`src/adc_eq_pkg.sv`:
```
/*
 * ADC equalization front end, shared definitions
 * Widths, register map and the packed structs used by the datapath,
 * the control block and the testbench
 */

package adc_eq_pkg;

   // Widths --------------------
   localparam int ADC_DW = 14;   // ADC sample
   localparam int AA_W   = 18;   // First pole coefficient
   localparam int COEF_W = 25;   // bb, kk, pp
   localparam int BUS_AW = 8;
   localparam int BUS_DW = 32;
   localparam int N_CH   = 2;    // Channels A and B

   // Register map --------------------
   localparam logic [BUS_AW-1:0] REG_AA_A     = 8'h00;
   localparam logic [BUS_AW-1:0] REG_BB_A     = 8'h04;
   localparam logic [BUS_AW-1:0] REG_KK_A     = 8'h08;
   localparam logic [BUS_AW-1:0] REG_PP_A     = 8'h0C;
   localparam logic [BUS_AW-1:0] REG_AA_B     = 8'h10;
   localparam logic [BUS_AW-1:0] REG_BB_B     = 8'h14;
   localparam logic [BUS_AW-1:0] REG_KK_B     = 8'h18;
   localparam logic [BUS_AW-1:0] REG_PP_B     = 8'h1C;
   localparam logic [BUS_AW-1:0] REG_FMT      = 8'h40;  // [0] offs A, [1] inv A, [3:2] B
   localparam logic [BUS_AW-1:0] REG_PEAK_CLR = 8'h44;  // Write only, data ignored
   localparam logic [BUS_AW-1:0] REG_MAX_A    = 8'h50;  // Read only
   localparam logic [BUS_AW-1:0] REG_MIN_A    = 8'h54;
   localparam logic [BUS_AW-1:0] REG_MAX_B    = 8'h58;
   localparam logic [BUS_AW-1:0] REG_MIN_B    = 8'h5C;

   // Types --------------------
   typedef logic signed [ADC_DW-1:0] adc_smp_t;

   // Full scale of one sample
   localparam adc_smp_t SMP_MAX = adc_smp_t'(2**(ADC_DW-1) - 1);
   localparam adc_smp_t SMP_MIN = adc_smp_t'(-(2**(ADC_DW-1)));

   typedef struct packed {
      logic signed [AA_W-1:0]   aa;  // Pole 1, 2^-25 scale
      logic signed [COEF_W-1:0] bb;  // FIR
      logic signed [COEF_W-1:0] kk;  // Output gain
      logic signed [COEF_W-1:0] pp;  // Pole 2, 2^-16 scale
   } eq_coef_t;

   typedef struct packed {
      logic offset_bin;  // Flip MSB
      logic invert;      // Negate
   } fmt_cfg_t;

   typedef struct packed {
      logic              wr;
      logic              rd;
      logic [BUS_AW-1:0] addr;
      logic [BUS_DW-1:0] wdata;
   } bus_req_t;

   typedef struct packed {
      logic              rvalid;
      logic [BUS_DW-1:0] rdata;
   } bus_rsp_t;

   typedef struct packed {
      adc_smp_t max;
      adc_smp_t min;
   } peak_t;

endpackage
```
`src/adc_eq_fmt.sv`:
```
/*
 * ADC code formatter
 * Offset-binary to two's complement and optional inversion,
 * one registered stage
 */

`timescale 1ns/1ps

module adc_eq_fmt import adc_eq_pkg::*; (
   input  logic              adc_clk_i,
   input  logic              adc_rstn_i,
   input  logic [ADC_DW-1:0] raw_i,      // Raw converter code
   input  fmt_cfg_t          cfg_i,
   output adc_smp_t          smp_o
);

   adc_smp_t conv;   // After MSB flip
   adc_smp_t smp_d;
   adc_smp_t smp_q;

   // Offset-binary becomes two's complement by flipping the MSB
   assign conv = adc_smp_t'(raw_i ^ {cfg_i.offset_bin, {(ADC_DW-1){1'b0}}});

   always_comb begin
      if (cfg_i.invert) begin
         // Most negative code has no positive twin, clamp it
         if (conv == SMP_MIN)
            smp_d = SMP_MAX;
         else
            smp_d = -conv;
      end else begin
         smp_d = conv;
      end
   end

   always_ff @(posedge adc_clk_i) begin
      if (!adc_rstn_i) begin
         smp_q <= '0;
      end else begin
         smp_q <= smp_d;
      end
   end

   assign smp_o = smp_q;

endmodule

```
`config.mk`:
```
export PLATFORM = sky130hd
export DESIGN_NAME = adc_eq_fmt
export DESIGN_NICKNAME = d
export VERILOG_FILES = /design/src/adc_eq_pkg.sv /design/src/adc_eq_fmt.sv
export SDC_FILE = /design/constraint.sdc
export NUM_CORES = 1
export LEC_CHECK = 0
export ABC_CLOCK_PERIOD_IN_PS = 3700
export BUFFER_PORTS_ARGS = -buffer_cell sky130_fd_sc_hd__buf_2
export CAP_MARGIN = 20
export CORE_MARGIN = 2
export CORE_UTILIZATION = 48
export DETAILED_ROUTE_END_ITERATION = 12
export HOLD_SLACK_MARGIN = 0.12
export PLACE_DENSITY = 0.89
export SLEW_MARGIN = 20
export SYNTH_ARGS = -nofsm -noshare
export SYNTH_HDL_FRONTEND = slang
export SYNTH_SLANG_ARGS = --single-unit
```
`constraint.sdc`:
```
create_clock -name adc_clk_i -period 3.7 [get_ports adc_clk_i]
set_clock_uncertainty 0.05 [all_clocks]
set_input_delay 0.185 -clock adc_clk_i [delete_from_list [all_inputs] [get_ports adc_clk_i]]
set_output_delay 0.185 -clock adc_clk_i [all_outputs]
set_load 0.005 [all_outputs]
```
* After elaboration in Yosys (flattened, before gate mapping)
Cells that the tools add are included. W data, S select, Z words.
Word-level totals: flip-flop bits (word level) 14, output and inout port bits 14, logic and storage cells 6
Cells by class: add/sub/neg operators 1, equal/unequal tests 1, mux-type cells 2, bitwise gates (word level) 1
Operator list (number):
- $mux W14 | 2
- $eq A14 B14 Y1 const B | 1
- $neg A14 Y14 | 1
- $xor A14 B14 Y14 | 1

* Logic depth before layout (Yosys ltp)
depth in word-level cells 4, depth in mapped cells 6, depth with buffers taken out 6

* Worst setup path after synthesis
No wires, ideal clock.
path kind input -> register, start input raw_i[11], end register smp_q[13], in the netlist smp_o[13], setup time 0.120 ns, arrival time 1.672 ns, setup slack 1.859 ns, cell stages on the path 4, path through or4_4 > or4_4 > and3_1 > o31a_1
On the way: word-level cells in the longest chain between the ends 4, elaborated cells on any way between the ends 5, those cells by class 1 x add/sub; 1 x eq/ne; 2 x mux; 1 x bitwise
RTL lines:
- start, declared | RTL line adc_eq_fmt.sv:12 | input logic [ADC_DW-1:0] raw_i,
- $xor A14 B14 Y14 (*) | RTL line adc_eq_fmt.sv:22 | assign conv = adc_smp_t'(raw_i ^ {cfg_i.offset_bin, {(ADC_DW-1){1'b0}}});
- $neg A14 Y14 or $eq A14 B14 Y1 (tied branches) | RTL line adc_eq_fmt.sv:30, adc_eq_fmt.sv:27
- $mux W14 (*) | RTL line adc_eq_fmt.sv:27 | if (conv == SMP_MIN)
- $mux W14 (*) | RTL line adc_eq_fmt.sv:25 | if (cfg_i.invert) begin
- end signal, assigned | RTL line adc_eq_fmt.sv:40 | smp_q <= smp_d;
- end, declared | RTL line adc_eq_fmt.sv:19 | adc_smp_t smp_q;
Mark *: on every way between the ends. The rest lies on a longest branch, timed or not. A chain may end at the register's enable or synchronous reset.

* Worst setup path in the final report
start input raw_i[0], end register smp_q[10], in the netlist smp_o[10]
The elaborated chain is that of the path after synthesis.

==> results by group <==
Worst setup path
  • Worst Path Max Fanout: 6
  • Crit path launch type: input port
  • Critical path class: in -> reg
  • CP Capture Type: flop
  • Delay of the slowest critical-path stage: between 0.4 and 0.5 ns
  • Largest delay contributor family on the critical path: simple AND/OR/NAND/NOR gates
  • CP Data Arrival Time: 1.84 ns
  • CP Data Required Time: 3.83 ns
  • Highest-delay cell along the critical path: nor4b_1
  • CP Cell Sequence: buf_2, inv_1, ha_1, nor4b_1, nand2_1, o41a_1, o211a_1
  • WP buf/inv: 2

Timing
  • Endpoints failing setup: 0
  • Period utilisation layout: 0.461
  • Setup TNS: 0 ns
  • Minimum clock period: about 1.7 ns
  • Slew @ Worst Pin: 0.518 ns
  • Unrepaired setup endpoints after global routing: no
  • Fmax achieved: 586 MHz
  • Final Slew Violations: 0
  • Final hold vios: 0
  • Rel. slew slack: 0.650

Final layout
  • Most frequent cells in the layout: 31 x buf_2, 14 x dfxtp_1, 8 x a21boi_0, 6 x xor2_1, 5 x nor3_1
  • Share of layout cells above drive strength 1: 0.352
  • Final instance area: 927 um^2
  • # diodes: 0
  • Area Overhead vs Synth: 27.5%
  • Fin nets: 128
  • Max reg flops: 14
  • Fin util: 0.638
  • Commonest non-fill, non-tap cell in the layout: buf_2

Min path
  • Worst Hold Depth: 2
  • Min-delay src: raw_i[10]
  • WHS Endpoint: smp_o[10]$_SDFF_PN0_
  • Hold Crit Class: in -> reg

Pwr
  • PD cells: 366 nW/um^2
  • LEAKAGE: 0.423 nW
  • Max VDD drop: 193 uV

Clock network
  • CTS Buf Count: 3
  • CTS sink cnt: 14
  • CTS tree: built
  • CTS clk-pin slew, worst paths: 0.08 ns
  • Cts hold-fix bufs: 0
  • Clock root cell: clkbuf_4
  • Number of setup buffers added after CTS: 0
  • Quantity of gates resized following cts: 0
  • Clock Tree Buf Depth: 2
  • Htree depth: 1

Placed design
  • Cell Area, Placed: 891 um^2
  • Port Buf Inserts: 31
  • Placer Congestion: 0.842
  • DP HPWL: 1110 um

GRT
  • Largest net degree at the start of global routing: 19
  • Antenna violations before repair: 0
  • First-pass GRT wire length: 2530 um
  • Vias in the first global route: just under 600
  • Total gr overflow: 0
  • GRT Util Overall: 0.188

Die
  • Full die area: around 1800 um^2
  • CORE AREA: 1450 um^2
  • Die height: 42.9 um
  • Die Width: about 43 um
  • I/O Pins: 32
  • Cell Rows: 14
  • Initial core utilization: 0.500

Run
  • Max Cap Violations: 0

Synth
  • Syn avg cell area: 9.57 um^2
  • Mux share of post-synthesis cell area: 0.0138
  • Seq/Total Area, Yosys: 0.386
  • Fraction of registers with async set/reset: 0
  • Post-synthesis compound-gate area fraction: 0.270
  • Largest family of logic cells by synthesized area: compound AO/OA/AOI/OAI gates
  • Unique masters post-synth: 27
  • Adder-Cell Fraction of Synth Area: 0.0172
  • Net count after synthesis: 95
  • Yosys reg bits: 14
  • XOR/XNOR Fraction of Synth Area: 0.108
  • Ys flop type: dfxtp_1
  • Post-Synthesis Cells: 76
  • Mapped Area: roughly 730 um^2
  • Post-synth EDFFs: 0
  • Post-Synth Simple-Gate Area: 0.179
  • Yosys warnings: 0

Detailed routing
  • Routed length per instance: 12.5 um
  • DRT Wirelength: about 1600 um
  • Post-route ant nets: 0
  • DRC errors left: 0
  • Routed vias/inst: roughly 5.6
  • Drt pass-1 iters: 4
  • DRT iter0 DRCs: 15
  • DR vias: 700

Run status
  • Status: finished, final reports clean
-- report_power, final --
part	total, W	switching (W)	internal [W]
logic	0.0000642	0.0000325	0.0000317
registers	0.000164	0.00000216	0.000162
clock network	0.000111	0.0000510	0.0000599
total	0.000340	0.0000856	0.000254
-- synth_stat cells, types with 2 or more instances --
cell type | count | area share
a21boi_0 | 8 | 0.083
a21boi_1 | 3 | 0.031
clkbuf_1 | 3 | 0.015
dfxtp_1 | 14 | 0.39
inv_1 | 2 | 0.010
nand2b_1 | 2 | 0.017
nor2_1 | 2 | 0.010
nor3_1 | 5 | 0.034
o211a_1 | 2 | 0.028
o21ai_0 | 4 | 0.028
o31a_1 | 2 | 0.024
o31ai_1 | 4 | 0.041
or3_1 | 2 | 0.017
or4_4 | 3 | 0.046
xnor2_1 | 3 | 0.036
xor2_1 | 6 | 0.072
-- worst max-delay path by stage --
| stage | startpoint | end | slack (ns) | cells past startpoint |
|---|---|---|---|---|
| 6_report | raw_i[0] | smp_o[10]$_SDFF_PN0_ | 1.99 | 7 |
| 5_1_grt | raw_i[0] | smp_o[10]$_SDFF_PN0_ | 1.87 | 7 |
| 4_1_cts | raw_i[0] | smp_o[10]$_SDFF_PN0_ | 1.98 | 7 |
| 3_5_place_dp | raw_i[0] | smp_o[10]$_SDFF_PN0_ | 1.70 | 7 |
| 3_3_place_gp | raw_i[11] | smp_o[13]$_SDFF_PN0_ | 1.70 | 5 |
| 2_1_floorplan | raw_i[11] | smp_o[13]$_SDFF_PN0_ | 1.86 | 4 |
-- per-layer routing --
metal | global-route usage | vias to the layer above | routed length (um)
met4 | 0.113 | 0 | 43
li1 | - | 349 | -
met2 | 0.309 | 25 | 808
met5 | 0 | - | 0
met3 | 0.0383 | 5 | 74
met1 | 0.221 | 321 | 629
-- through the flow --
stage	hold WS [ns]	instances	worst slack, ns	power, W
after global placement	0.421	120	1.70	0.000231
after global routing	0.149	124	1.87	0.000357
final	0.138	124	1.99	0.000340
after floorplan	0.271	76	1.86	0.000201
after detailed placement	0.429	120	1.70	0.000231
after CTS	0.135	124	1.98	0.000342
-- cell type report --
type	count	area, um^2
repair buffers	31	155
well taps	16	20.0
clock buffers	4	36.3
fillers	123	527
flip-flops and latches	14	280
inverters	2	7.51
multi-input cells	57	428
-- logic make-up after synthesis --
family | count (synthesis)
AO/OA/AOI/OAI | 26
adder cells (fa/ha/maj) | 1
flip-flops | 14
multiplexers | 1
AND/OR/NAND/NOR | 20
buffers and inverters | 5
XOR/XNOR | 9
(Power assumes the default switching activity.)
