==> src/adc_eq_pkg.sv <==
/*
 * ADC equalization front end, shared definitions
 * Widths, register map and the packed structs used by the datapath,
 * the control block and the testbench
 */

package adc_eq_pkg;

   // Widths --------------------
   localparam int ADC_DW = 14;   // ADC sample
   localparam int AA_W   = 18;   // First pole coefficient
   localparam int COEF_W = 25;   // bb, kk, pp
   localparam int BUS_AW = 8;
   localparam int BUS_DW = 32;
   localparam int N_CH   = 2;    // Channels A and B

   // Register map --------------------
   localparam logic [BUS_AW-1:0] REG_AA_A     = 8'h00;
   localparam logic [BUS_AW-1:0] REG_BB_A     = 8'h04;
   localparam logic [BUS_AW-1:0] REG_KK_A     = 8'h08;
   localparam logic [BUS_AW-1:0] REG_PP_A     = 8'h0C;
   localparam logic [BUS_AW-1:0] REG_AA_B     = 8'h10;
   localparam logic [BUS_AW-1:0] REG_BB_B     = 8'h14;
   localparam logic [BUS_AW-1:0] REG_KK_B     = 8'h18;
   localparam logic [BUS_AW-1:0] REG_PP_B     = 8'h1C;
   localparam logic [BUS_AW-1:0] REG_FMT      = 8'h40;  // [0] offs A, [1] inv A, [3:2] B
   localparam logic [BUS_AW-1:0] REG_PEAK_CLR = 8'h44;  // Write only, data ignored
   localparam logic [BUS_AW-1:0] REG_MAX_A    = 8'h50;  // Read only
   localparam logic [BUS_AW-1:0] REG_MIN_A    = 8'h54;
   localparam logic [BUS_AW-1:0] REG_MAX_B    = 8'h58;
   localparam logic [BUS_AW-1:0] REG_MIN_B    = 8'h5C;

   // Types --------------------
   typedef logic signed [ADC_DW-1:0] adc_smp_t;

   // Full scale of one sample
   localparam adc_smp_t SMP_MAX = adc_smp_t'(2**(ADC_DW-1) - 1);
   localparam adc_smp_t SMP_MIN = adc_smp_t'(-(2**(ADC_DW-1)));

   typedef struct packed {
      logic signed [AA_W-1:0]   aa;  // Pole 1, 2^-25 scale
      logic signed [COEF_W-1:0] bb;  // FIR
      logic signed [COEF_W-1:0] kk;  // Output gain
      logic signed [COEF_W-1:0] pp;  // Pole 2, 2^-16 scale
   } eq_coef_t;

   typedef struct packed {
      logic offset_bin;  // Flip MSB
      logic invert;      // Negate
   } fmt_cfg_t;

   typedef struct packed {
      logic              wr;
      logic              rd;
      logic [BUS_AW-1:0] addr;
      logic [BUS_DW-1:0] wdata;
   } bus_req_t;

   typedef struct packed {
      logic              rvalid;
      logic [BUS_DW-1:0] rdata;
   } bus_rsp_t;

   typedef struct packed {
      adc_smp_t max;
      adc_smp_t min;
   } peak_t;

endpackage
==> src/adc_eq_dfilt.sv <==
/*
 * Equalization filter for one ADC channel
 * FIR lead term, two IIR poles and a saturating output gain
 */

`timescale 1ns/1ps

module adc_eq_dfilt import adc_eq_pkg::*; (
   input  logic     adc_clk_i,
   input  logic     adc_rstn_i,
   input  adc_smp_t smp_i,
   input  eq_coef_t coef_i,
   output adc_smp_t smp_o
);

   // FIR --------------------
   // Lead term x<<18 enters twice with opposite sign, cancels at DC

   logic signed [38:0] bb_prod;    // 14 x 25
   logic signed [28:0] bb_shr_q;   // bb_prod >>> 10
   logic signed [31:0] x_shl_q;    // x <<< 18
   logic signed [32:0] lead_q;     // Delayed difference
   logic signed [33:0] fir_sum;
   logic signed [23:0] fir_q;

   assign bb_prod = smp_i * coef_i.bb;
   assign fir_sum = x_shl_q + lead_q;

   always_ff @(posedge adc_clk_i) begin
      if (!adc_rstn_i) begin
         bb_shr_q <= '0;
         x_shl_q  <= '0;
         lead_q   <= '0;
         fir_q    <= '0;
      end else begin
         bb_shr_q <= bb_prod[38:10];
         x_shl_q  <= {smp_i, 18'd0};
         lead_q   <= bb_shr_q - x_shl_q;
         fir_q    <= fir_sum[33:10];     // >>> 10
      end
   end

   // IIR pole 1 --------------------
   logic signed [41:0] aa_prod;    // 24 x 18
   logic signed [49:0] pole1_sum;
   logic signed [23:0] pole1_q;

   assign aa_prod   = pole1_q * coef_i.aa;
   assign pole1_sum = (fir_q <<< 25) + aa_prod;  // Feedback at 2^-25

   always_ff @(posedge adc_clk_i) begin
      if (!adc_rstn_i) begin
         pole1_q <= '0;
      end else begin
         pole1_q <= pole1_sum[48:25];
      end
   end

   // IIR pole 2 --------------------
   logic signed [15:0] pole1_shr_q;  // Pole 1 output >>> 8
   logic signed [40:0] pp_prod;      // 16 x 25
   logic signed [25:0] pole2_sum;
   logic signed [15:0] pole2_q;

   assign pp_prod   = pole2_q * coef_i.pp;
   assign pole2_sum = pole1_shr_q + $signed(pp_prod[40:16]);

   always_ff @(posedge adc_clk_i) begin
      if (!adc_rstn_i) begin
         pole1_shr_q <= '0;
         pole2_q     <= '0;
      end else begin
         pole1_shr_q <= pole1_q[23:8];
         pole2_q     <= pole2_sum[15:0];  // Wraps if pp drives it unstable
      end
   end

   // Gain and clip --------------------
   logic signed [40:0] kk_prod;    // 16 x 25
   logic signed [16:0] kk_shr;     // kk_prod >>> 24
   adc_smp_t           out_d;
   adc_smp_t           out_q;

   assign kk_prod = pole2_q * coef_i.kk;
   assign kk_shr  = kk_prod[40:24];

   always_comb begin
      if (kk_shr > SMP_MAX)
         out_d = SMP_MAX;                 // Positive full scale
      else if (kk_shr < SMP_MIN)
         out_d = SMP_MIN;
      else
         out_d = kk_shr[ADC_DW-1:0];
   end

   always_ff @(posedge adc_clk_i) begin
      if (!adc_rstn_i) begin
         out_q <= '0;
      end else begin
         out_q <= out_d;
      end
   end

   assign smp_o = out_q;

   // Output stays a known in-range sample once out of reset
   a_out_range: assert property (@(posedge adc_clk_i) disable iff (!adc_rstn_i)
      !$isunknown(smp_o) && (smp_o >= SMP_MIN) && (smp_o <= SMP_MAX))
      else $error("dfilt output unknown or out of range");

endmodule

==> config.mk <==
export PLATFORM = sky130hd
export DESIGN_NAME = adc_eq_dfilt
export DESIGN_NICKNAME = d
export VERILOG_FILES = /design/src/adc_eq_pkg.sv /design/src/adc_eq_dfilt.sv
export SDC_FILE = /design/constraint.sdc
export NUM_CORES = 2
export LEC_CHECK = 0
export ABC_AREA = 1
export BUFFER_PORTS_ARGS = -buffer_cell sky130_fd_sc_hd__buf_4
export CORE_MARGIN = 5
export CORE_UTILIZATION = 40
export CTS_BUF_LIST = sky130_fd_sc_hd__clkbuf_2 sky130_fd_sc_hd__clkbuf_4 sky130_fd_sc_hd__clkbuf_8
export CTS_CLUSTER_SIZE = 12
export DETAILED_ROUTE_END_ITERATION = 7
export PLACE_DENSITY = 0.53
export SYNTH_ARGS = -nofsm -noshare
export SYNTH_HDL_FRONTEND = slang
export SYNTH_SLANG_ARGS = --single-unit
==> constraint.sdc <==
create_clock -name adc_clk_i -period 17.5 [get_ports adc_clk_i]
set_clock_uncertainty 0.2 [all_clocks]
set_input_delay 3.5 -clock adc_clk_i [delete_from_list [all_inputs] [get_ports adc_clk_i]]
set_output_delay 3.5 -clock adc_clk_i [all_outputs]
set_load 0.005 [all_outputs]
[Word level (Yosys, flattened, before mapping)]
Index checks and enable logic that the tools add are counted.
Storage, ports and cells
  register bits: 188
Operators by class
  add/sub/neg operators: 4
  multipliers: 4
  order comparisons: 2
  multiplexer cells: 2
  bitwise gates (word level): 1
  reduce and logical (&&, ||, !) cells: 1
Operator list (number)
  $add 49x42->49: 1
  $mul 24x18->42: 1
  $mul 16x25->41: 1
  $mul 14x25->39: 1
  $add 32x33->34: 1
  $sub 29x32->33: 1
  $mul 16x25->32: 1
  $gt 17x14->1 const B: 1
  $lt 17x14->1 const B: 1
  $add 16x16->16: 1
  $mux 14: 1
  $mux 13: 1
  $reduce_or 2->1: 1
  $not 1->1: 1

[Logic depth before layout (Yosys ltp)]
  word-level depth: 4
  gate-level depth with buffers: 40

[Worst setup path after synthesis]
OpenSTA, ideal clock, no wires.
  path type: input -> register
  start: input port coef_i[10] in the netlist's numbering
  end: register pole2_q[13]
  setup time: 0.113 ns
  arrival: 9.715 ns
  required time: 17.187 ns
  path slack: 7.473 ns
  cell stages on the path: 34
  path buffers: 1
  cell sequence: clkbuf_1 nand2_1 fa_1 inv_1 fa_1 inv_1 fa_1 fa_1 inv_1 fa_1 inv_1 fa_1 inv_1 ha_1 a21oi_1 inv_1 a31oi_1 o21ai_0 a21oi_1 o21ai_0 nand2_1 nand2_1 xor2_1 ha_1 nand2_1 a21oi_1 a211oi_1 o21ai_1 a21boi_0 o21ai_1 nand2_1 nand2_1 nor2_1 nor2_1
On the way
  longest elaborated chain between the ends: 2
Ends and longest elaborated chain
  start: declaration: line adc_eq_dfilt.sv:12  | input eq_coef_t coef_i,
  $mul 16x25->32: line adc_eq_dfilt.sv:65  | assign pp_prod = pole2_q * coef_i.pp;
  $add 16x16->16: line adc_eq_dfilt.sv:66  | assign pole2_sum = pole1_shr_q + $signed(pp_prod[40:16]);
  end signal: assignment: line adc_eq_dfilt.sv:74  | pole2_q <= pole2_sum[15:0];
  end: declaration: line adc_eq_dfilt.sv:63  | logic signed [15:0] pole2_q;
No other way between the ends.
A chain may end at the register's enable or synchronous reset.

[Final worst setup path]
Ends and elaborated chain as after synthesis.

==> results.sh <==
export IMPL_dp_hpwl_um=135000
export IMPL_min_to="fir_q[6]$_SDFF_PN0_"
export IMPL_synth_area_per_cell_um2=7.78
export IMPL_post_route_period_util_pct=58.6
export IMPL_fin_crit_ns=10.25
export IMPL_tritoncts="yes"
export IMPL_synthFlopType="dfxtp_1"
export IMPL_slowest_delay_ns=0.57
export IMPL_port_buffers=122
export IMPL_fp_dieArea_mm2=0.164
export IMPL_via_per_inst=4.83
export IMPL_cts_path_max_buffers=2
export IMPL_wire_per_inst_um=17.0
export IMPL_syn_nets=10023
export IMPL_worstMarginPinSlew_ns=1.19
export IMPL_ctsResizeCount=0
export IMPL_wl_um=169000
export IMPL_cts_buffers=17
export IMPL_worstPathMaxFanout=16
export IMPL_crit_path_start_kind="primary input"
export IMPL_drc=0
export IMPL_min_from="lead_q[16]$_SDFF_PN0_"
export IMPL_reg2reg_from="pole2_q[2]$_SDFF_PN0_"
export IMPL_initialDrtViolationCount=2516
export IMPL_design_area_mm2=0.0653
export IMPL_n_fill_cell=16105
export IMPL_cp_arrival_ns=10.53
export IMPL_n_antenna_cell=0
export IMPL_die_x_um=405
export IMPL_nets=9878
export IMPL_worst_setup_path_end_kind="register"
export IMPL_rr_endpoint="pole2_q[13]$_SDFF_PN0_"
export IMPL_relSlewSlack_pct=20.5
export IMPL_coreArea_mm2=0.155
export IMPL_routabilityCongestion=0.881
export IMPL_insertion_delay_ns=0.56
export IMPL_htree_levels=4
export IMPL_netlist_area_mm2=0.0623
export IMPL_fin_setup_tns_ns=0
export IMPL_clkTransAtPathRegs_ns=0.10
export IMPL_synth_edf_count=0
export IMPL_netlist_area_leader_share_pct=47.9
export IMPL_areaGrowthSynthToFinish_pct=4.74
export IMPL_synth_top_cell_by_area="fa_1"
export IMPL_hold_violations=0
export IMPL_drv_slew=0
export IMPL_slowest_stage="fa_1"
export IMPL_rrSetupSlack_ns=9.46
export IMPL_setup_viol=0
export IMPL_die_h_um=405
export IMPL_clock_sinks=150
export IMPL_hold_path_depth=2
export IMPL_antenna_found_initial=1
export IMPL_post_cts_buffers=0
export IMPL_grt_pass1_wl_um=279000
export IMPL_ys_warn_count=0
export IMPL_holdCritPathClass="register to register"
export IMPL_status="completed"
export IMPL_drv_cap=0
export IMPL_multi_input_area_mm2=0.0492
export IMPL_synthTopCellsByCount="inv_1, nand2_1, fa_1"
export IMPL_antenna_left=0
export IMPL_critPathRequiredTime_ns=17.78
export IMPL_vias=47946
export IMPL_start_util_pct=40.3
export IMPL_place_area_mm2=0.0649
export IMPL_grt_usage_pct=21.4
export IMPL_grt_overflow=0
export IMPL_synth_most_common_cell="inv_1"
export IMPL_drive_gt1_share_pct=4.24
export IMPL_regArea_mm2=0.00302
export IMPL_ys_ff_latch=150
export IMPL_max_freq_mhz=97.6
export IMPL_ys_seq_area_share_pct=4.82
export IMPL_worstRegToRegCells=32
export IMPL_async_reset_ff_share_pct=0
export IMPL_syn_inst=8007
export IMPL_grt_max_degree=87
export IMPL_ys_types=47
export IMPL_io_pins=123
export IMPL_grt_pass1_vias=52410
export IMPL_criticalPathCategory="primary input to register"
export IMPL_synth_area_leaders="fa_1, inv_1, nand2_1, ha_1, dfxtp_1"
export IMPL_firstDrtPassIters=6
export IMPL_rsz0062_at_grt="false"
export IMPL_cts_root_buffer="clkbuf_8"
export IMPL_ctsHoldBuffers=0
export IMPL_num_rows=144
-- stage by stage --
stage / setup WS (ns) / util [%] / hold WS [ns] / std cells
floorplan: 7.47 / - / 0.190 / 8007
global placement: 6.67 / 42.0 / 0.200 / 9887
detailed placement: 6.67 / 42.0 / 0.198 / 9887
CTS: 7.29 / 42.2 / 0.221 / 9919
global route: 6.63 / 42.2 / 0.235 / 9919
finish: 7.25 / 42.2 / 0.219 / 9919
-- worst max-delay path: cells and delay by family --
kind,cells,cell delay [ns]
AOI/OAI and AO/OA,10,2.12
xor gates and xnor gates,1,0.17
adders and majority gates,8,3.73
buffers and inverters,7,0.55
and+or+nand+nor,6,0.45
-- cell usage in the layout, fill, tap and decap left out, drive strengths merged, types with 27 or more instances in the layout --
cell type / count
nand2: 2095
buf: 161
or2: 68
nor3: 34
nand4: 28
inv: 2376
xor2: 30
o21ai: 156
xnor2: 27
a21oi: 275
nand3: 92
ha: 417
dfxtp: 150
fa: 1490
nor2: 303
-- kinds of logic after synthesis --
family,count (synthesis),share of synthesized area [%]
compound gates,559,5.05
xor+xnor,57,0.801
fa+ha+maj,1907,56.2
buf+inv,2692,16.2
flops,150,4.82
simple gates,2642,16.9
-- final cells by class --
class	count	area share, %
Clock inverter	15	0.270
Timing Repair Buffer	161	1.85
Sequential cell	150	4.63
Clock buffer	17	0.358
Inverter	2367	13.6
Multi-Input combinational cell	5165	75.4
Tap cell	2044	3.92
-- registers in the layout, summed over array words and instances (netlist names) --
| signal | flops |
|---|---|
| x_shl_q | 14 |
| fir_q | 24 |
| smp_o | 14 |
| bb_shr_q | 19 |
| pole1_shr_q | 16 |
| pole2_q | 16 |
| lead_q | 23 |
| pole1_q | 24 |
-- per-layer routing --
layer | up-vias | global-route usage (%) | share of wire [%]
met4 | 2 | 5.41 | 2.6
met2 | 1073 | 37.2 | 49
met3 | 222 | 1.93 | 4.2
li1 | 22367 | - | -
met5 | - | 0 | 0.0077
met1 | 24282 | 29.0 | 44
-- how the worst max path moves through the flow --
stage,end,from
after floorplan,pole2_q[13]$_SDFF_PN0_,coef_i[10]
after global placement,pole2_q[13]$_SDFF_PN0_,coef_i[12]
after detailed placement,pole2_q[13]$_SDFF_PN0_,coef_i[10]
after CTS,pole2_q[13]$_SDFF_PN0_,coef_i[10]
after global routing,pole2_q[13]$_SDFF_PN0_,coef_i[10]
final,pole2_q[13]$_SDFF_PN0_,coef_i[10]
Power is not shown: default switching activity piles up to over one toggle a cycle in this logic, so the estimate is an artifact.
