File: config.mk
export PLATFORM = sky130hd
export DESIGN_NAME = adc_eq_peak
export DESIGN_NICKNAME = d
export VERILOG_FILES = /design/src/adc_eq_pkg.sv /design/src/adc_eq_peak.sv
export SDC_FILE = /design/constraint.sdc
export NUM_CORES = 1
export LEC_CHECK = 0
export BUFFER_PORTS_ARGS = -buffer_cell sky130_fd_sc_hd__buf_2
export CORE_ASPECT_RATIO = 1.2
export CORE_UTILIZATION = 55
export DETAILED_ROUTE_END_ITERATION = 10
export PLACE_DENSITY_LB_ADDON = 0.12
export SLEW_MARGIN = 25
export SYNTH_ARGS = -nofsm -noshare
export SYNTH_HDL_FRONTEND = slang
export SYNTH_SLANG_ARGS = --single-unit
File: constraint.sdc
create_clock -name adc_clk_i -period 6.15 [get_ports adc_clk_i]
set_clock_uncertainty 0.2 [all_clocks]
set_input_delay 0.615 -clock adc_clk_i [delete_from_list [all_inputs] [get_ports adc_clk_i]]
set_output_delay 0.615 -clock adc_clk_i [all_outputs]
set_load 0.005 [all_outputs]
File: src/adc_eq_pkg.sv
/*
 * ADC equalization front end, shared definitions
 * Widths, register map and the packed structs used by the datapath,
 * the control block and the testbench
 */

package adc_eq_pkg;

   // Widths --------------------
   localparam int ADC_DW = 14;   // ADC sample
   localparam int AA_W   = 18;   // First pole coefficient
   localparam int COEF_W = 25;   // bb, kk, pp
   localparam int BUS_AW = 8;
   localparam int BUS_DW = 32;
   localparam int N_CH   = 2;    // Channels A and B

   // Register map --------------------
   localparam logic [BUS_AW-1:0] REG_AA_A     = 8'h00;
   localparam logic [BUS_AW-1:0] REG_BB_A     = 8'h04;
   localparam logic [BUS_AW-1:0] REG_KK_A     = 8'h08;
   localparam logic [BUS_AW-1:0] REG_PP_A     = 8'h0C;
   localparam logic [BUS_AW-1:0] REG_AA_B     = 8'h10;
   localparam logic [BUS_AW-1:0] REG_BB_B     = 8'h14;
   localparam logic [BUS_AW-1:0] REG_KK_B     = 8'h18;
   localparam logic [BUS_AW-1:0] REG_PP_B     = 8'h1C;
   localparam logic [BUS_AW-1:0] REG_FMT      = 8'h40;  // [0] offs A, [1] inv A, [3:2] B
   localparam logic [BUS_AW-1:0] REG_PEAK_CLR = 8'h44;  // Write only, data ignored
   localparam logic [BUS_AW-1:0] REG_MAX_A    = 8'h50;  // Read only
   localparam logic [BUS_AW-1:0] REG_MIN_A    = 8'h54;
   localparam logic [BUS_AW-1:0] REG_MAX_B    = 8'h58;
   localparam logic [BUS_AW-1:0] REG_MIN_B    = 8'h5C;

   // Types --------------------
   typedef logic signed [ADC_DW-1:0] adc_smp_t;

   // Full scale of one sample
   localparam adc_smp_t SMP_MAX = adc_smp_t'(2**(ADC_DW-1) - 1);
   localparam adc_smp_t SMP_MIN = adc_smp_t'(-(2**(ADC_DW-1)));

   typedef struct packed {
      logic signed [AA_W-1:0]   aa;  // Pole 1, 2^-25 scale
      logic signed [COEF_W-1:0] bb;  // FIR
      logic signed [COEF_W-1:0] kk;  // Output gain
      logic signed [COEF_W-1:0] pp;  // Pole 2, 2^-16 scale
   } eq_coef_t;

   typedef struct packed {
      logic offset_bin;  // Flip MSB
      logic invert;      // Negate
   } fmt_cfg_t;

   typedef struct packed {
      logic              wr;
      logic              rd;
      logic [BUS_AW-1:0] addr;
      logic [BUS_DW-1:0] wdata;
   } bus_req_t;

   typedef struct packed {
      logic              rvalid;
      logic [BUS_DW-1:0] rdata;
   } bus_rsp_t;

   typedef struct packed {
      adc_smp_t max;
      adc_smp_t min;
   } peak_t;

endpackage
File: src/adc_eq_peak.sv
/*
 * Peak hold for one filtered stream
 * Running maximum and minimum, cleared by a single-cycle strobe
 */

`timescale 1ns/1ps

module adc_eq_peak import adc_eq_pkg::*; (
   input  logic     adc_clk_i,
   input  logic     adc_rstn_i,
   input  adc_smp_t smp_i,
   input  logic     clr_i,       // Back to empty, next sample loads both
   output peak_t    peak_o
);

   adc_smp_t max_q;
   adc_smp_t min_q;

   // Empty state is max = -full scale, min = +full scale
   always_ff @(posedge adc_clk_i) begin
      if (!adc_rstn_i) begin
         max_q <= SMP_MIN;
         min_q <= SMP_MAX;
      end else if (clr_i) begin
         max_q <= SMP_MIN;
         min_q <= SMP_MAX;
      end else begin
         if (smp_i > max_q)
            max_q <= smp_i;   // New high
         if (smp_i < min_q)
            min_q <= smp_i;   // New low
      end
   end

   assign peak_o.max = max_q;
   assign peak_o.min = min_q;

   // Any sample taken after a clear leaves a consistent pair
   a_max_ge_min: assert property (@(posedge adc_clk_i) disable iff (!adc_rstn_i)
      !clr_i |=> (peak_o.max >= peak_o.min))
      else $error("peak max below min after a sample");

endmodule

### Yosys cells after proc, flatten, opt, wreduce, memory -nomap -nowiden

Index checks and enable logic that the tools add are counted.

| cells by class | value |
|---|---|
| order comparisons | 2 |
| bitwise gates (word level) | 1 |
| reduce and logical (&&, ||, !) cells | 1 |

Operators with widths:

| cell | number |
|---|---|
| $gt 14x14->1 | 1 |
| $lt 14x14->1 | 1 |
| $reduce_or 2->1 | 1 |
| $not 1->1 | 1 |

| word-level totals | value |
|---|---|
| register bits | 28 |
| input bits | 17 |
| word-level logic and storage cells | 6 |

### Logic depth before layout (Yosys ltp)

Gate-level depths: netlist (run 1).

| depth | value |
|---|---|
| depth after elaboration | 2 |
| gate-level depth with buffers | 9 |
| depth with buffers taken out | 8 |

### Least setup slack after synthesis (run 1)

No wires, ideal clock.

| timing path | value |
|---|---|
| path kind | input port to flip-flop |
| from | input port smp_i[11] |
| to | register max_q[0] |
| library setup time | 84 ps |
| arrival | 2232 ps |
| data required time | 5866 ps |
| slack | 3634 ps |
| cell stages on the path | 8 |
| cells stage by stage | ha_1 a21o_1 a2111oi_4 nand2_2 o31ai_4 buf_6 nand3_2 o31ai_2 |

| on the way | value |
|---|---|
| cells in the longest elaborated chain, start to end | 1 |

Ends and longest elaborated chain:

| element | line | RTL |
|---|---|---|
| from (decl) | adc_eq_peak.sv:11 | `input adc_smp_t smp_i,` |
| $gt 14x14->1 | adc_eq_peak.sv:28 | `if (smp_i > max_q)` |
| to (signal assigned) | adc_eq_peak.sv:29 | `max_q <= smp_i;` |
| to (decl) | adc_eq_peak.sv:16 | `adc_smp_t max_q;` |

Every way passes these cells.
A chain may end at the register's enable or synchronous reset.

### Final worst setup path (run 1)

| timing path | value |
|---|---|
| from | register max_q[11] |
| to | register max_q[13] |

| on the way | value |
|---|---|
| cells in the longest elaborated chain, start to end | 1 |

Ends and longest elaborated chain:

| element | line |
|---|---|
| $gt 14x14->1 | adc_eq_peak.sv:28 |

Every way passes these cells.

==> results of run 1 <==
## layout make-up
| class | instances | area [um^2] | area share (%) |
|---|---|---|---|
| Multi-Input combinational cell | 140 | 1037 | 50.70 |
| Sequential cell | 28 | 560.5 | 27.40 |
| Timing Repair Buffer | 47 | 254.0 | 12.42 |
| Inverter | 30 | 112.6 | 5.505 |
| Tap cell | 36 | 45.04 | 2.202 |
| Clock buffer | 4 | 36.28 | 1.774 |
## registers in the layout, summed over array words and instances (netlist names)
signal / cells
max_q: 14
min_q: 14
## cell families after synthesis
family	after synthesis	share of synthesized area, %
multiplexers	2	1.136
AND/OR/NAND/NOR	64	17.18
buffers and inverters	38	9.510
AO/OA/AOI/OAI	47	21.22
adder cells (fa/ha/maj)	27	19.16
flip-flops	28	31.80
## worst max-delay path by stage
stage / depth (start not counted) / endpoint / slack, ns
final: 9 / max_q[13] / 3.53
after global routing: 9 / max_q[6] / 3.35
after CTS: 7 / max_q[8] / 3.26
after detailed placement: 7 / max_q[8] / 2.92
after global placement: 7 / max_q[13] / 3.00
after floorplan: 8 / max_q[0] / 3.63
## cells in the mapped netlist (all sizes together), types with 2 or more instances
| cell type | count |
|---|---|
| nand2 | 31 |
| inv | 30 |
| dfxtp | 28 |
| ha | 27 |
| nand3 | 15 |
| o21ai | 14 |
| o211ai | 13 |
| a21oi | 8 |
| buf | 5 |
| a21o | 4 |
| nand2b | 4 |
| nand4 | 4 |
| nor2 | 4 |
| clkbuf | 3 |
| a31oi | 2 |
| mux2i | 2 |
| nor2b | 2 |
| nor3 | 2 |
| o31ai | 2 |
## worst register-to-register path, stage by stage (launching register included)
cell and delay (ns):
sky130_fd_sc_hd__dfxtp_1 0.40, sky130_fd_sc_hd__inv_1 0.07, sky130_fd_sc_hd__ha_1 0.30, sky130_fd_sc_hd__a21o_1 0.22, sky130_fd_sc_hd__a2111oi_4 0.36, sky130_fd_sc_hd__nand2_2 0.10, sky130_fd_sc_hd__o31ai_4 0.48, sky130_fd_sc_hd__buf_8 0.24
sky130_fd_sc_hd__nor3_1 0.06, sky130_fd_sc_hd__a31oi_1 0.14
## per-layer routing
metal	wire, um	vias to the layer above
li1	-	802
met1	1581	676
met2	1664	46
met3	147	6
met4	59	0
met5	0	-
## power breakdown
part           internal, mW  switching, mW
clock                0.0362         0.0545
combinational        0.0432         0.0585
sequential            0.192        0.00598
==> impl_metrics.csv, run 1 <==
group,metric,value,unit
floorplan,initial_core_util,57.70,%
clock_network,htree_num_levels,1,
worst_setup_path,critical_path.max_fanout,19,
layout,layout.cells.most_common_list,"sky130_fd_sc_hd__buf_2, sky130_fd_sc_hd__inv_1, sky130_fd_sc_hd__nand2_1",
worst_setup_path,critical_path_buf_inv_count,2,
grt,globalRoute.busiestLayer,"met2",
worst_setup_path,critical_path.reg2reg.endpoint,"max_q[13]",
placed_design,final_weighted_congestion_of_routability_driven_global_placement,0.8032,
clock_network,cts.path.max_buffers,2,
grt,grt_max_degree,40,
sta,final-max-slew-violation-count,0,
sta,slew_headroom,62.53,%
yosys,yosysWarningCount,0,
yosys,synth_top_area_share,31.80,%
sta,fmax,0.3811,GHz
yosys,synth_cells,206,
placed_design,place.port_buffers,44,
worst_setup_path,setup.worst_path.start,"max_q[11]",
worst_setup_path,critical_path_startpoint_category,"flop",
power_and_ir_drop,power_leakage,1.012,nW
worst_setup_path,slack_of_the_worst_reg_to_reg_path,3.53,ns
yosys,synth-main-ff-cell,"sky130_fd_sc_hd__dfxtp_1",
routing,wl,3453,um
grt,grt_overflow_total,0,
worst_hold_path,min_from,"max_q[9]",
routing,postRouteAntennaNets,0,
sta,clock_period_minus_worst_slack,2.624,ns
worst_setup_path,critPathTopFamily,"compound AO/OA/AOI/OAI gates",
yosys,library_cell_with_the_largest_summed_area_after_synthesis,"sky130_fd_sc_hd__dfxtp_1",
floorplan,rows,22,
sta,fin_ws,3.526,ns
layout,layout-area-overhead-vs-synth,16.04,%
yosys,synth_top_cells_by_area,"sky130_fd_sc_hd__dfxtp_1, sky130_fd_sc_hd__ha_1, sky130_fd_sc_hd__inv_1",
routing,drt_first_pass_iters,4,
sta,final-hold-violation-count,0,
worst_setup_path,reg2reg_from,"max_q[11]",
worst_setup_path,rr_worst_depth,9,
routing,drc_errors,0,
yosys,yosysSeqAreaShare,31.80,%
routing,wl_per_cell,12.12,um
clock_network,numCtsBuffers,3,
sta,final-setup-viol-count,0,
clock_network,cts_tree,"built",
worst_setup_path,critical_path_data_arrival_time,2.69,ns
floorplan,die_width,53.68,um
grt,global_route_wire_length_before_repair,5878,um
sta,grt_setup_unrepaired,"no",
grt,grt_use_met2,37.96,%
sta,tightestPinTransition,0.5621,ns
yosys,synth.ff_latch_count,28,
worst_setup_path,cp_data_required_time,6.22,ns
run_status,run_status,"complete, no violations",
layout,nNetsFinal,294,
placed_design,place_area,1983,um^2
floorplan,die-area,3437,um^2
grt,grt_use_met3,2.143,%
power_and_ir_drop,cellPowerDensity,190.8,nW/um^2
clock_network,worstSkewPairLatency,0.33,ns
clock_network,ctsRootBufferMaster,"sky130_fd_sc_hd__clkbuf_4",
worst_setup_path,crit_type,"flop to flop",
routing,vias,1530,
yosys,mappedNetlistArea,1763,um^2
layout,utilization,66.95,%
grt,initial_antenna_violation_count,0,
sta,worst_hold_slack,0.2948,ns
power_and_ir_drop,report.power.total,0.3902,mW
yosys,yosysUniqueCellTypes,31,
placed_design,hpwl,2652,um
worst_hold_path,hold_path.class,"flop to flop",
placed_design,pre_cts_ws,2.922,ns
worst_hold_path,hold-path-endpoint,"max_q[9]",
sta,min_period_over_period,42.66,%
worst_setup_path,worstPathCellList,"inv_1 > ha_1 > a21o_1 > a2111oi_4 > nand2_2 > o31ai_4 > buf_8 > nor3_1 > a31oi_1",
grt,track_usage,22.61,%
yosys,syn-num-nets,250,
routing,drt-vias-per-instance,5.368,
worst_setup_path,max_stage_delay,0.48,ns
clock_network,cts_resized,0,
worst_hold_path,hold_path_depth,2,
floorplan,core_area,3055,um^2
yosys,synth.avg_cell_area,8.558,um^2
layout,instances_no_fill,285,
grt,number_of_global_route_vias_before_repair,1378,
flow_run,max_cap_viols,0,
worst_setup_path,worst_path_max_delay_cell,"sky130_fd_sc_hd__o31ai_4",
clock_network,cts_hold_buf,0,
layout,antenna_cells_inserted,0,
floorplan,die_h,64.02,um
worst_setup_path,critical_path.endpoint_type,"flop",
clock_network,path_clk_slew,0.15,ns
clock_network,numClockSinks,28,
sta,totalNegativeSetupSlack,0,ns
power_and_ir_drop,peakVddDrop,0.1645,mV
routing,initial_drt_markers,29,
layout,postLayoutCellArea,2046,um^2
yosys,ys_async_sr_fraction,0,%
floorplan,top_level_ports,45,
layout,share_of_layout_cells_above_drive_strength_1,26.10,%
layout,layout.filler_cells,279,
yosys,count_of_flip_flops_with_a_built_in_enable_after_synthesis,0,
clock_network,post_cts.repair.setup_buffers,0,
placed_design,placed_cells_incl_taps,279,
grt,use_met1,28.95,%
layout,layout.cells.most_common,"sky130_fd_sc_hd__buf_2",
No activity file was read; power rests on OpenSTA's default activity.
==> inputs of run 2 (changes only) <==
--- a/config.mk
+++ b/config.mk
@@ -5,9 +5,10 @@
 export SDC_FILE = /design/constraint.sdc
 export NUM_CORES = 1
 export LEC_CHECK = 0
+export ABC_AREA = 1
 export BUFFER_PORTS_ARGS = -buffer_cell sky130_fd_sc_hd__buf_2
 export CORE_ASPECT_RATIO = 1.2
-export CORE_UTILIZATION = 55
+export CORE_UTILIZATION = 49
 export DETAILED_ROUTE_END_ITERATION = 10
 export PLACE_DENSITY_LB_ADDON = 0.12
 export SLEW_MARGIN = 25
==> constraint.sdc (replaced) <==
create_clock -name adc_clk_i -period 2.25 [get_ports adc_clk_i]
set_clock_uncertainty 0.2 [all_clocks]
set_input_delay 0.225 -clock adc_clk_i [delete_from_list [all_inputs] [get_ports adc_clk_i]]
set_output_delay 0.225 -clock adc_clk_i [all_outputs]
set_load 0.005 [all_outputs]
==> impl_metrics.csv, run 2 <==
group,metric,value,unit
clock_network,numClockSinks,28,
worst_setup_path,worst_path_max_delay_cell,"sky130_fd_sc_hd__ha_2",
placed_design,pre_cts_ws,0.02843,ns
yosys,yosysSeqAreaShare,28.70,%
sta,worst_hold_slack,0.003840,ns
sta,totalNegativeSetupSlack,0,ns
worst_setup_path,critical_path_buf_inv_count,3,
clock_network,numCtsBuffers,3,
power_and_ir_drop,report.power.total,1.536,mW
worst_setup_path,cp_data_required_time,2.20,ns
clock_network,post_cts.repair.setup_buffers,0,
layout,layout-area-overhead-vs-synth,20.88,%
worst_setup_path,critical_path_startpoint_category,"flop",
worst_setup_path,slack_of_the_worst_reg_to_reg_path,0.17,ns
grt,track_usage,20.94,%
worst_hold_path,min_from,"smp_i[6]",
sta,slew_headroom,79.31,%
routing,drc_errors,0,
sta,final-hold-violation-count,0,
yosys,synth_top_cells_by_area,"sky130_fd_sc_hd__dfxtp_1, sky130_fd_sc_hd__ha_1, sky130_fd_sc_hd__nand2_1",
routing,drt-vias-per-instance,4.624,
clock_network,worstSkewPairLatency,0.28,ns
layout,layout.filler_cells,394,
grt,grt_max_degree,29,
power_and_ir_drop,power_leakage,1.431,nW
floorplan,rows,24,
worst_setup_path,critPathTopFamily,"simple AND/OR/NAND/NOR gates",
floorplan,die_width,59.64,um
floorplan,initial_core_util,52.45,%
yosys,mappedNetlistArea,1953,um^2
routing,postRouteAntennaNets,0,
grt,grt_overflow_total,0,
power_and_ir_drop,cellPowerDensity,650.7,nW/um^2
sta,tightestPinTransition,0.3104,ns
worst_setup_path,crit_type,"flop to flop",
clock_network,cts.path.max_buffers,2,
layout,instances_no_fill,399,
layout,antenna_cells_inserted,0,
layout,layout.cells.most_common,"sky130_fd_sc_hd__nand2_1",
yosys,commonest_cells_in_the_netlist,"sky130_fd_sc_hd__nand2_1, sky130_fd_sc_hd__inv_1, sky130_fd_sc_hd__nand3_1",
yosys,synth-main-ff-cell,"sky130_fd_sc_hd__dfxtp_1",
power_and_ir_drop,peakVddDrop,0.4607,mV
worst_setup_path,max_stage_delay,0.36,ns
worst_setup_path,critical_path.endpoint_type,"flop",
clock_network,ctsRootBufferMaster,"sky130_fd_sc_hd__clkbuf_8",
floorplan,die_h,71.16,um
clock_network,htree_num_levels,1,
layout,layout.cells.most_common_list,"sky130_fd_sc_hd__nand2_1, sky130_fd_sc_hd__inv_1, sky130_fd_sc_hd__buf_2",
run_status,run_status,"complete, no violations",
yosys,yosys.cell_count.top_type,"sky130_fd_sc_hd__nand2_1",
grt,initial_antenna_violation_count,0,
sta,fmax,0.4808,GHz
floorplan,core_area,3724,um^2
layout,share_of_layout_cells_above_drive_strength_1,22.19,%
grt,number_of_global_route_vias_before_repair,1583,
yosys,yosysUniqueCellTypes,20,
routing,wl,4137,um
routing,initial_drt_markers,78,
layout,regs_by_ff_count,"max_q (14), min_q (14)",
clock_network,path_clk_slew,0.10,ns
worst_setup_path,reg2reg_from,"max_q[13]",
layout,nNetsFinal,392,
yosys,syn-num-nets,342,
sta,grt_setup_unrepaired,"no",
yosys,synth_cells,298,
placed_design,hpwl,3158,um
yosys,synth.ff_latch_count,28,
layout,postLayoutCellArea,2361,um^2
worst_setup_path,setup.worst_path.start,"max_q[13]",
sta,final-max-slew-violation-count,0,
sta,clock_period_minus_worst_slack,2.080,ns
worst_hold_path,hold_path.class,"input port to flop",
flow_run,max_cap_viols,0,
placed_design,place.port_buffers,44,
floorplan,top_level_ports,45,
worst_setup_path,critical_path_data_arrival_time,2.03,ns
yosys,library_cell_with_the_largest_summed_area_after_synthesis,"sky130_fd_sc_hd__dfxtp_1",
grt,global_route_wire_length_before_repair,6824,um
layout,utilization,63.41,%
floorplan,die-area,4244,um^2
routing,vias,1845,
clock_network,cts_tree,"built",
worst_setup_path,critical_path.max_fanout,9,
yosys,synth_top_area_share,28.70,%
placed_design,final_weighted_congestion_of_routability_driven_global_placement,0.8271,
routing,wl_per_cell,10.37,um
yosys,ys_async_sr_fraction,0,%
worst_setup_path,worstPathCellList,"inv_1 > ha_2 > nand2_2 > nor2_4 > inv_2 > nor2_4 > nand2_2 > nand3_1 > nand3_4 > buf_12 > nand2_1 > nand3_1",
sta,min_period_over_period,92.44,%
yosys,yosysWarningCount,0,
sta,final-setup-viol-count,0,
sta,fin_ws,0.1701,ns
routing,drt_first_pass_iters,4,
yosys,synth.avg_cell_area,6.554,um^2
placed_design,place_area,2253,um^2
yosys,count_of_flip_flops_with_a_built_in_enable_after_synthesis,0,
placed_design,placed_cells_incl_taps,393,
[run 2: cell count changes after synthesis, moves of 3 or more]
| cell | previous run | this run |
|---|---|---|
| sky130_fd_sc_hd__nor2_1 | 4 | 22 |
| sky130_fd_sc_hd__a21o_1 | 4 | 1 |
| sky130_fd_sc_hd__nand4_1 | 4 | 1 |
| sky130_fd_sc_hd__nand2b_1 | 4 | 0 |
| sky130_fd_sc_hd__nand2_1 | 30 | 80 |
| sky130_fd_sc_hd__nand3_1 | 14 | 36 |
| sky130_fd_sc_hd__nand2_2 | 1 | 12 |
| sky130_fd_sc_hd__inv_1 | 30 | 66 |
| sky130_fd_sc_hd__o21ai_0 | 8 | 0 |
| sky130_fd_sc_hd__o21ai_2 | 5 | 0 |
| sky130_fd_sc_hd__o211ai_1 | 13 | 0 |
[run 2: final cells by class]
cell class,instances,area [um^2],area share [%]
multi-input combinational,195,1126,47.69
sequential,28,561.8,23.79
timing repair buffer,52,297.8,12.61
inverter,68,255.2,10.81
tap,52,65.06,2.756
clock buffer,4,55.05,2.332
[run 2: timing repair]
item	4_1_cts	5_1_grt
hold buffers	1	1
gates resized for setup	0	8
setup endpoints to repair	0	27
hold endpoints to repair	1	1
[run 2: worst paths after layout]
kind / endpoint / cells past startpoint
hold / removal: min_q[6] / 3
setup reg to reg: max_q[13] / 12
setup / recovery: max_q[13] / 12
hold reg to reg: max_q[13] / 2
[run 2: metal layers]
metal / vias up / wire (um) / global-route usage (%)
met2: 32 / 2026 / 36.45
met4: 0 / 74 / 6.718
met5: - / 0 / 0
li1: 1001 / - / -
met1: 806 / 1905 / 26.30
met3: 6 / 130 / 2.559
[run 2: worst register-to-register path, delay by kind of cell (launching register included)]
| family | cells | cell delay [ns] |
|---|---|---|
| AND/OR/NAND/NOR | 8 | 0.79 |
| adder cells (fa/ha/maj) | 1 | 0.36 |
| flip-flops | 1 | 0.35 |
| buffers and inverters | 3 | 0.25 |
[run 2: cell families after synthesis]
| kind of cell | share of synthesized area, % |
|---|---|
| flip-flops | 28.70 |
| adder cells (fa/ha/maj) | 17.30 |
| buffers and inverters | 15.37 |
| AND/OR/NAND/NOR | 35.04 |
| AO/OA/AOI/OAI | 3.588 |
[run 2: report_power, final]
| group | total, mW | switching [mW] | leakage [nW] | internal, mW |
|---|---|---|---|---|
| Combinational | 0.639 | 0.375 | 1.17 | 0.264 |
| Clock | 0.318 | 0.161 | 0.0288 | 0.157 |
| Sequential | 0.579 | 0.0303 | 0.230 | 0.549 |
